===== src/hdl/epu_defines.svh =====
`ifndef EPU_DEFINES_SVH
`define EPU_DEFINES_SVH

// frame geometry in luma pixels
// both sides must be multiples of 16
`define FRAME_WIDTH  32
`define FRAME_HEIGHT 32

// macroblocks across one row, minus one
// compared against the column index when stepping raster order
`define WIDTH_MB_NUM_MINUS1 ((`FRAME_WIDTH >> 4) - 1)

// number of macroblock rows in the frame
// the row index reaching this value means the frame is done
`define HEIGHT_MB_NUM (`FRAME_HEIGHT >> 4)

// 32-bit words per luma macroblock
// 16 rows of four words, four pixels per word
`define MB_WORDS 64

`endif


===== src/hdl/epu_pkg.sv =====
`default_nettype none

package epu_pkg;

    // one 8-bit luma sample
    typedef logic [7:0] pixel_t;

    // pixel minus DC, range -255..255
    typedef logic signed [8:0] residual_t;

    // macroblock column or row index
    typedef logic [5:0] mb_coord_t;

    // one macroblock row, element k is the pixel at x = k
    typedef pixel_t [15:0] pixel_row_t;

    // residuals of one row, same ordering as pixel_row_t
    typedef residual_t [15:0] residual_row_t;

    // fetch FSM
    // IDLE requests, LD_Y collects words, WAITINTRA holds the block
    typedef enum logic [1:0] {
        IDLE,
        LD_Y,
        WAITINTRA
    } fetch_state_t;

endpackage : epu_pkg

`default_nettype wire


===== src/hdl/mb_fetch.sv =====
`timescale 1ns/100ps
`default_nettype none
`include "epu_defines.svh"

module mb_fetch (
    input  wire  logic                clk,
    input  wire  logic                rst,
    input  wire  logic                intra_ready_i,
    input  wire  logic [31:0]         data_word_i,
    input  wire  logic                data_valid_i,
    output logic                      fetch_req_o,
    output logic                      fetch_valid_o,
    output epu_pkg::mb_coord_t        fetch_mb_x_o,
    output epu_pkg::mb_coord_t        fetch_mb_y_o,
    output epu_pkg::pixel_row_t       matrix_y_o [16],
    output logic [31:0]               fetch_addr_o,
    output logic                      frame_done_o
);
    import epu_pkg::*;

    fetch_state_t state;
    fetch_state_t next_state;

    // write position inside the macroblock
    logic [3:0] pos_x;
    logic [3:0] pos_y;
    logic [5:0] word_cnt;

    // one word taken from memory this cycle
    logic       word_accept;
    // 64th word of the macroblock
    logic       load_last;
    // engine hands the block back
    logic       release_mb;
    logic       last_col;

    assign word_accept = (state == LD_Y) && data_valid_i;
    assign load_last   = word_accept && (word_cnt == 6'(`MB_WORDS - 1));
    assign release_mb  = (state == WAITINTRA) && intra_ready_i && fetch_valid_o;
    assign last_col    = (fetch_mb_x_o == mb_coord_t'(`WIDTH_MB_NUM_MINUS1));

    // request level only while idle and rows remain
    assign fetch_req_o = (state == IDLE) &&
                         (fetch_mb_y_o != mb_coord_t'(`HEIGHT_MB_NUM));

    always_comb begin
        next_state = state;
        case (state)
            IDLE:      if (fetch_req_o) next_state = LD_Y;
            LD_Y:      if (load_last) next_state = WAITINTRA;
            WAITINTRA: if (release_mb) next_state = IDLE;
            default:   next_state = IDLE;
        endcase
    end

    always_ff @(posedge clk) begin
        if (rst) begin
            state <= IDLE;
        end else begin
            state <= next_state;
        end
    end

    // level towards the engine, up one cycle after the last word
    always_ff @(posedge clk) begin
        if (rst) begin
            fetch_valid_o <= 1'b0;
        end else if (load_last) begin
            fetch_valid_o <= 1'b1;
        end else if (release_mb) begin
            fetch_valid_o <= 1'b0;
        end
    end

    // four pixels per word, so x steps by 4 and y steps after x = 12
    always_ff @(posedge clk) begin
        if (rst) begin
            pos_x    <= 4'd0;
            pos_y    <= 4'd0;
            word_cnt <= 6'd0;
        end else if (load_last) begin
            pos_x    <= 4'd0;
            pos_y    <= 4'd0;
            word_cnt <= 6'd0;
        end else if (word_accept) begin
            pos_x    <= pos_x + 4'd4;
            word_cnt <= word_cnt + 6'd1;
            if (pos_x == 4'd12) begin
                pos_y <= pos_y + 4'd1;
            end
        end
    end

    // address keeps running across macroblocks
    always_ff @(posedge clk) begin
        if (rst) begin
            fetch_addr_o <= 32'd0;
        end else if (word_accept) begin
            fetch_addr_o <= fetch_addr_o + 32'd1;
        end
    end

    // raster stepping on release
    always_ff @(posedge clk) begin
        if (rst) begin
            fetch_mb_x_o <= '0;
            fetch_mb_y_o <= '0;
            frame_done_o <= 1'b0;
        end else if (release_mb) begin
            if (last_col) begin
                fetch_mb_x_o <= '0;
                fetch_mb_y_o <= fetch_mb_y_o + 6'd1;
                // last row leaves the frame, sticky until reset
                if (fetch_mb_y_o == mb_coord_t'(`HEIGHT_MB_NUM - 1)) begin
                    frame_done_o <= 1'b1;
                end
            end else begin
                fetch_mb_x_o <= fetch_mb_x_o + 6'd1;
            end
        end
    end

    // low byte is the pixel of lowest x
    always_ff @(posedge clk) begin
        if (word_accept) begin
            for (int k = 0; k < 4; k++) begin
                matrix_y_o[pos_y][pos_x + 4'(k)] <= data_word_i[8*k +: 8];
            end
        end
    end

endmodule : mb_fetch

`default_nettype wire


===== src/hdl/mb_dc_residual.sv =====
`timescale 1ns/100ps
`default_nettype none

module mb_dc_residual (
    input  wire  logic                clk,
    input  wire  logic                rst,
    input  wire  logic                fetch_valid_i,
    input  wire  epu_pkg::pixel_row_t matrix_y_i [16],
    input  wire  logic                busy_i,
    output logic                      intra_ready_o,
    output logic                      row_valid_o,
    output logic                      row_last_o,
    output epu_pkg::residual_row_t    row_res_o,
    output epu_pkg::pixel_t           dc_o
);
    import epu_pkg::*;

    typedef enum logic [2:0] {
        ENG_IDLE,
        ENG_SUM,
        ENG_ROUND,
        ENG_ISSUE,
        ENG_DRAIN
    } eng_state_t;

    eng_state_t    state;
    // row being summed, later row being issued
    logic [3:0]    row_idx;
    // max 256 * 255 plus 128 still fits 16 bits
    logic [15:0]   total;
    logic [15:0]   total_rnd;
    logic [11:0]   cur_row_sum;
    residual_row_t cur_res;
    logic          issue;

    function automatic logic [11:0] row_sum(input pixel_row_t row);
        logic [11:0] acc;
        acc = '0;
        for (int k = 0; k < 16; k++) begin
            acc = acc + 12'(row[k]);
        end
        return acc;
    endfunction

    assign cur_row_sum = row_sum(matrix_y_i[row_idx]);
    // round to nearest before dividing by 256
    assign total_rnd   = total + 16'd128;

    // pixel minus DC for the current row, both zero-extended
    always_comb begin
        for (int k = 0; k < 16; k++) begin
            cur_res[k] = $signed({1'b0, matrix_y_i[row_idx][k]}) - $signed({1'b0, dc_o});
        end
    end

    // one row per free serializer slot
    // row_valid_o blocks the cycle before busy comes up
    assign issue = (state == ENG_ISSUE) && !busy_i && !row_valid_o;

    always_ff @(posedge clk) begin
        if (rst) begin
            state         <= ENG_IDLE;
            row_idx       <= 4'd0;
            total         <= 16'd0;
            intra_ready_o <= 1'b0;
            row_valid_o   <= 1'b0;
            row_last_o    <= 1'b0;
        end else begin
            intra_ready_o <= 1'b0;
            row_valid_o   <= issue;
            row_last_o    <= issue && (row_idx == 4'd15);
            case (state)
                ENG_IDLE: begin
                    // skip the cycle where the old block is still being released
                    if (fetch_valid_i && !intra_ready_o) begin
                        total   <= 16'(cur_row_sum);
                        row_idx <= 4'd1;
                        state   <= ENG_SUM;
                    end
                end
                ENG_SUM: begin
                    total   <= total + 16'(cur_row_sum);
                    row_idx <= row_idx + 4'd1;
                    if (row_idx == 4'd15) begin
                        state <= ENG_ROUND;
                    end
                end
                ENG_ROUND: begin
                    state <= ENG_ISSUE;
                end
                ENG_ISSUE: begin
                    if (issue) begin
                        row_idx <= row_idx + 4'd1;
                        if (row_idx == 4'd15) begin
                            state <= ENG_DRAIN;
                        end
                    end
                end
                ENG_DRAIN: begin
                    // last row counts as taken once busy drops again
                    // strobe still up means busy has not risen for it yet
                    if (!busy_i && !row_valid_o) begin
                        intra_ready_o <= 1'b1;
                        state         <= ENG_IDLE;
                    end
                end
                default: state <= ENG_IDLE;
            endcase
        end
    end

    // DC stays put until the next block is rounded
    always_ff @(posedge clk) begin
        if (state == ENG_ROUND) begin
            dc_o <= total_rnd[15:8];
        end
        if (issue) begin
            row_res_o <= cur_res;
        end
    end

endmodule : mb_dc_residual

`default_nettype wire


===== src/hdl/residual_serializer.sv =====
`timescale 1ns/100ps
`default_nettype none

module residual_serializer (
    input  wire  logic                   clk,
    input  wire  logic                   rst,
    input  wire  logic                   row_valid_i,
    input  wire  logic                   row_last_i,
    input  wire  epu_pkg::residual_row_t row_res_i,
    output logic                         busy_o,
    output logic                         res_valid_o,
    output logic                         res_last_o,
    output epu_pkg::residual_t           res_data_o
);
    import epu_pkg::*;

    // remaining samples, element 0 goes out next
    residual_row_t shreg;
    logic [3:0]    col;
    // row carries the final samples of the macroblock
    logic          last_row;

    always_ff @(posedge clk) begin
        if (rst) begin
            busy_o      <= 1'b0;
            res_valid_o <= 1'b0;
            res_last_o  <= 1'b0;
            col         <= 4'd0;
            last_row    <= 1'b0;
        end else if (row_valid_i) begin
            // sample 0 appears the cycle after the strobe
            busy_o      <= 1'b1;
            res_valid_o <= 1'b1;
            res_last_o  <= 1'b0;
            col         <= 4'd0;
            last_row    <= row_last_i;
        end else if (busy_o) begin
            if (col == 4'd15) begin
                busy_o      <= 1'b0;
                res_valid_o <= 1'b0;
                res_last_o  <= 1'b0;
            end else begin
                col        <= col + 4'd1;
                // flag goes up with column 15
                res_last_o <= last_row && (col == 4'd14);
            end
        end
    end

    always_ff @(posedge clk) begin
        if (row_valid_i) begin
            res_data_o <= row_res_i[0];
            shreg      <= row_res_i >> $bits(residual_t);
        end else if (busy_o) begin
            res_data_o <= shreg[0];
            shreg      <= shreg >> $bits(residual_t);
        end
    end

endmodule : residual_serializer

`default_nettype wire


===== src/hdl/epu_top.sv =====
`timescale 1ns/100ps
`default_nettype none

module epu_top (
    input  wire  logic          clk,
    input  wire  logic          rst,
    input  wire  logic [31:0]   data_word_i,
    input  wire  logic          data_valid_i,
    output logic                fetch_req_o,
    output logic [31:0]         fetch_addr_o,
    output logic                res_valid_o,
    output epu_pkg::residual_t  res_data_o,
    output logic                res_last_o,
    output epu_pkg::pixel_t     dc_o,
    output epu_pkg::mb_coord_t  mb_x_o,
    output epu_pkg::mb_coord_t  mb_y_o,
    output logic                frame_done_o
);
    import epu_pkg::*;

    // fetch to engine
    logic          fetch_valid;
    logic          intra_ready;
    pixel_row_t    matrix_y [16];
    // engine to serializer
    logic          row_valid;
    logic          row_last;
    residual_row_t row_res;
    logic          busy;

    // coordinates advance only after res_last_o, so they tag the output directly
    mb_fetch u_fetch (
        .clk           (clk),
        .rst           (rst),
        .intra_ready_i (intra_ready),
        .data_word_i   (data_word_i),
        .data_valid_i  (data_valid_i),
        .fetch_req_o   (fetch_req_o),
        .fetch_valid_o (fetch_valid),
        .fetch_mb_x_o  (mb_x_o),
        .fetch_mb_y_o  (mb_y_o),
        .matrix_y_o    (matrix_y),
        .fetch_addr_o  (fetch_addr_o),
        .frame_done_o  (frame_done_o)
    );

    mb_dc_residual u_dc_residual (
        .clk           (clk),
        .rst           (rst),
        .fetch_valid_i (fetch_valid),
        .matrix_y_i    (matrix_y),
        .busy_i        (busy),
        .intra_ready_o (intra_ready),
        .row_valid_o   (row_valid),
        .row_last_o    (row_last),
        .row_res_o     (row_res),
        .dc_o          (dc_o)
    );

    residual_serializer u_serializer (
        .clk         (clk),
        .rst         (rst),
        .row_valid_i (row_valid),
        .row_last_i  (row_last),
        .row_res_i   (row_res),
        .busy_o      (busy),
        .res_valid_o (res_valid_o),
        .res_last_o  (res_last_o),
        .res_data_o  (res_data_o)
    );

endmodule : epu_top

`default_nettype wire


===== config.mk =====
export PLATFORM = sky130hd
export DESIGN_NAME = epu_top
export DESIGN_NICKNAME = d
export VERILOG_FILES = /design/src/hdl/epu_pkg.sv /design/src/hdl/mb_fetch.sv /design/src/hdl/mb_dc_residual.sv /design/src/hdl/residual_serializer.sv /design/src/hdl/epu_top.sv
export VERILOG_INCLUDE_DIRS = /design/src /design/src/hdl
export SDC_FILE = /design/constraint.sdc
export NUM_CORES = 2
export LEC_CHECK = 0
export BUFFER_PORTS_ARGS = -buffer_cell sky130_fd_sc_hd__buf_2
export CAP_MARGIN = 40
export CORE_MARGIN = 3
export CORE_UTILIZATION = 45
export CTS_CLUSTER_DIAMETER = 120
export CTS_CLUSTER_SIZE = 20
export DETAILED_ROUTE_END_ITERATION = 8
export GPL_TIMING_DRIVEN = 0
export PLACE_DENSITY = 0.7
export SLEW_MARGIN = 20
export SYNTH_ARGS = -nofsm -noshare
export SYNTH_HDL_FRONTEND = slang
export SYNTH_HIERARCHICAL = 1
export SYNTH_SLANG_ARGS = --single-unit

===== constraint.sdc =====
create_clock -name clk -period 10.55 [get_ports clk]
set_input_delay 3.165 -clock clk [delete_from_list [all_inputs] [get_ports clk]]
set_output_delay 3.165 -clock clk [all_outputs]
set_load 0.02 [all_outputs]

==> impl_metrics.toml <==
[outcome]
status = "complete, no violations"

[worst_setup_path]
critPathSlowestCell = "mux4_2"
setup.worst_path.start = "u_dc_residual/row_idx[1]"
crit_path_start_kind = "flop"
cp.required_ns = 11.26
end_kind = "flop"
crit_top_cell = "fa_1"
critPathMaxFanout = 10
max_stage_delay_ns = 0.70
path_class = "reg2reg"
crit_arrival_ns = 10.45
r2r_start = "u_dc_residual/row_idx[1]"

[route]
routed_via_density = 6.16
drtIter0Drc = 7404
dr_total_vias = 56200
drc = 0
drt-pass1-iter-count = 6
wire_per_inst_um = 32.5
routed_wl_mm = 297
route.antenna.remaining_nets = 0

[clock_tree]
cts_max_path_buffers = 3
htree_levels = 4
cts_tree = "yes"
cts_setup_buffers = 0
clockRootBuffer = "clkbuf_16"
cts-hold-fix-buffers = 0
cts_sinks = 2438
ctsResizeCount = 0
path_clk_slew_ns = 0.09
cts_buffers = 140
clk_latency_ns = 0.84

[logic_synthesis]
ys.flop_type = "edfxtp_1"
synthCells = 5676
ys.warnings.count = 6
avgSynthCellArea_um2 = 18.5
ys_seq_area_share_pct = 68.7
async_flop_share_pct = 0
synth_seq_cells = 2438
synth_area_um2 = 105000
ys_types = 74
synth-edff-count = 2344
syn_nets = 6018

[sta]
rsz0062_at_grt = "no"
tns_ns = 0
fin_crit_ns = 9.74
setup_viol = 0
fin_skew_ns = 0.0454
fmax_ghz = 0.103
tightest_slew_ns = 0.966
hold_slack_ns = 0.489
slew_violations = 0
fin_crit_sh_pct = 92.3
hold_violations = 0
maxSlewHeadroom_pct = 35.6

[die]
fp.dieW_um = 489
dieArea_um2 = 239000
num_rows = 176
start_util_pct = 45.5
dieHeight_um = 489
io_pins = 100
core_um2 = 231000

[cells_and_area]
drive_gt1_share_pct = 23.8
layout.cells.non_filler = 9134
postLayoutCellArea_um2 = 116000
syn2layout_area_growth_pct = 10.3
fillers = 18500
fin_nets = 6388

[pwr]
p_per_area_nw_per_um2 = 157
power.leakage_nw = 37.2
p_total_w = 0.0183
ir_drop_mv = 0.192

[grt]
grt_antenna_before_repair = 13
grt_remaining_overflow = 0
grt_pass1_wl_mm = 418
grt_max_degree = 81
grt_pass1_vias = 55900
grtUsageTotal_pct = 24.9

[worst_hold_path]
hp-start = "u_dc_residual/row_last_o"
hold_class = "reg2reg"

[placed_design]
place_inst = 8918
gp_congestion = 0.898
io_buffers = 91
dp_hpwl_mm = 206
placed_cell_area_um2 = 112000

[run]
maxCapViolCount = 0
-- synth_stat cells (all sizes together), types with 57 or more instances --
library cell	instances	share of area, %
and2	430	2.6
fa	125	2.4
buf	116	0.75
nor2	139	0.50
o21ai	95	0.45
inv	307	1.1
mux4	640	14
nand2	90	0.32
clkbuf	219	0.78
dfxtp	94	1.8
a21oi	72	0.34
ha	182	2.2
edfxtp	2344	67
xnor2	57	0.47
and3	206	1.2
mux2	142	1.7
-- state kept, by name, summed over array words and instances, names as in the netlist, 2 cells and up --
register and count:
u_fetch/state 2, u_fetch/pos_y 4, u_fetch/word_cnt 6, u_dc_residual/total 16, u_fetch/fetch_mb_x_o 6, u_fetch/matrix_y_o 2048, u_serializer/res_data_o 9, u_serializer/col 4
u_fetch/pos_x 2, u_dc_residual/dc_o 8, u_dc_residual/state 3, u_fetch/fetch_addr_o 32, u_dc_residual/row_res_o 144, u_fetch/fetch_mb_y_o 6, u_serializer/shreg 135, u_dc_residual/row_idx 4
-- cell families (layout without fill, tap and decap cells) --
kind of cell    count (synthesis)  after routing  synth area share (%)
mux                           783            783                  15.4
flops                        2438           2438                  68.7
compound gates                297            297                  1.75
simple gates                 1097           1097                  5.98
buf+inv                       642           1064                  2.62
other cells                     0             10                     0
xor+xnor                      112            112                 0.933
fa+ha+maj                     307            307                  4.55
-- per-stage QoR --
stage / setup WS, ns / util (%)
2_1_floorplan: 2.45 / -
3_3_place_gp: 0.0853 / 47.3
3_5_place_dp: 0.849 / 48.4
4_1_cts: 0.818 / 50.1
5_1_grt: 0.474 / 50.1
6_report: 0.813 / 50.1
-- area by class of cell --
class | count | area (um^2) | area share [%]
Multi-Input combinational cell | 2596 | 30300 | 26.2
Antenna cell | 10 | 25.0 | 0.0216
Timing Repair Buffer | 228 | 2820 | 2.43
Buffer | 335 | 1630 | 1.41
Sequential cell | 2438 | 72300 | 62.3
Tap cell | 3026 | 3790 | 3.27
Clock buffer | 181 | 3700 | 3.19
Clock inverter | 13 | 214 | 0.185
Inverter | 307 | 1160 | 1.00
-- path summary, 6_finish.rpt --
check | to | slack, ns | cells past startpoint
worst max-delay path | u_dc_residual/total[14] | 0.81 | 31
worst min-delay path | u_serializer/last_row | 0.49 | 2
worst max register to register | u_dc_residual/total[14] | 0.81 | 31
worst min register to register | u_serializer/last_row | 0.49 | 2
-- placed cells by master, fill, tap and decap left out, types with 26 or more instances in the layout --
cell and instances:
o21ai_0 93, xor2_1 55, fa_1 125, buf_2 131
dfxtp_1 94, nand2_1 90, a21boi_0 30, buf_6 90
nor2_1 127, and3_1 191, edfxtp_1 2344, mux4_2 640
buf_12 44, ha_1 182, nor2b_1 55, and2_1 394
mux2_4 52, clkbuf_16 142, clkbuf_1 244, a21oi_1 72
inv_1 206, buf_1 26, mux2_2 88, nor3_1 39
xnor2_1 57, inv_2 100
-- worst max-delay path: cells and delay by family (launching register included) --
family / cells / cell delay [ns]
mux: 2 / 1.18
flops: 1 / 0.34
buf+inv: 8 / 1.97
fa+ha+maj: 9 / 3.80
simple gates: 4 / 0.52
xor+xnor: 1 / 0.16
compound gates: 7 / 1.62
-- power by group --
| part | internal (W) | switching (W) |
|---|---|---|
| registers | 0.0105 | 0.00000448 |
| logic | 0.000806 | 0.00132 |
| clock network | 0.00249 | 0.00308 |
-- per-layer routing --
| metal | track usage [%] | vias to the layer above | wire length, um |
|---|---|---|---|
| met4 | 8.37 | 2 | 11100 |
| met2 | 39.0 | 3395 | 139000 |
| met5 | 0 | - | 13 |
| met3 | 7.84 | 523 | 38200 |
| li1 | - | 22700 | - |
| met1 | 33.3 | 29600 | 109000 |
No activity file was read; power rests on OpenSTA's default activity.
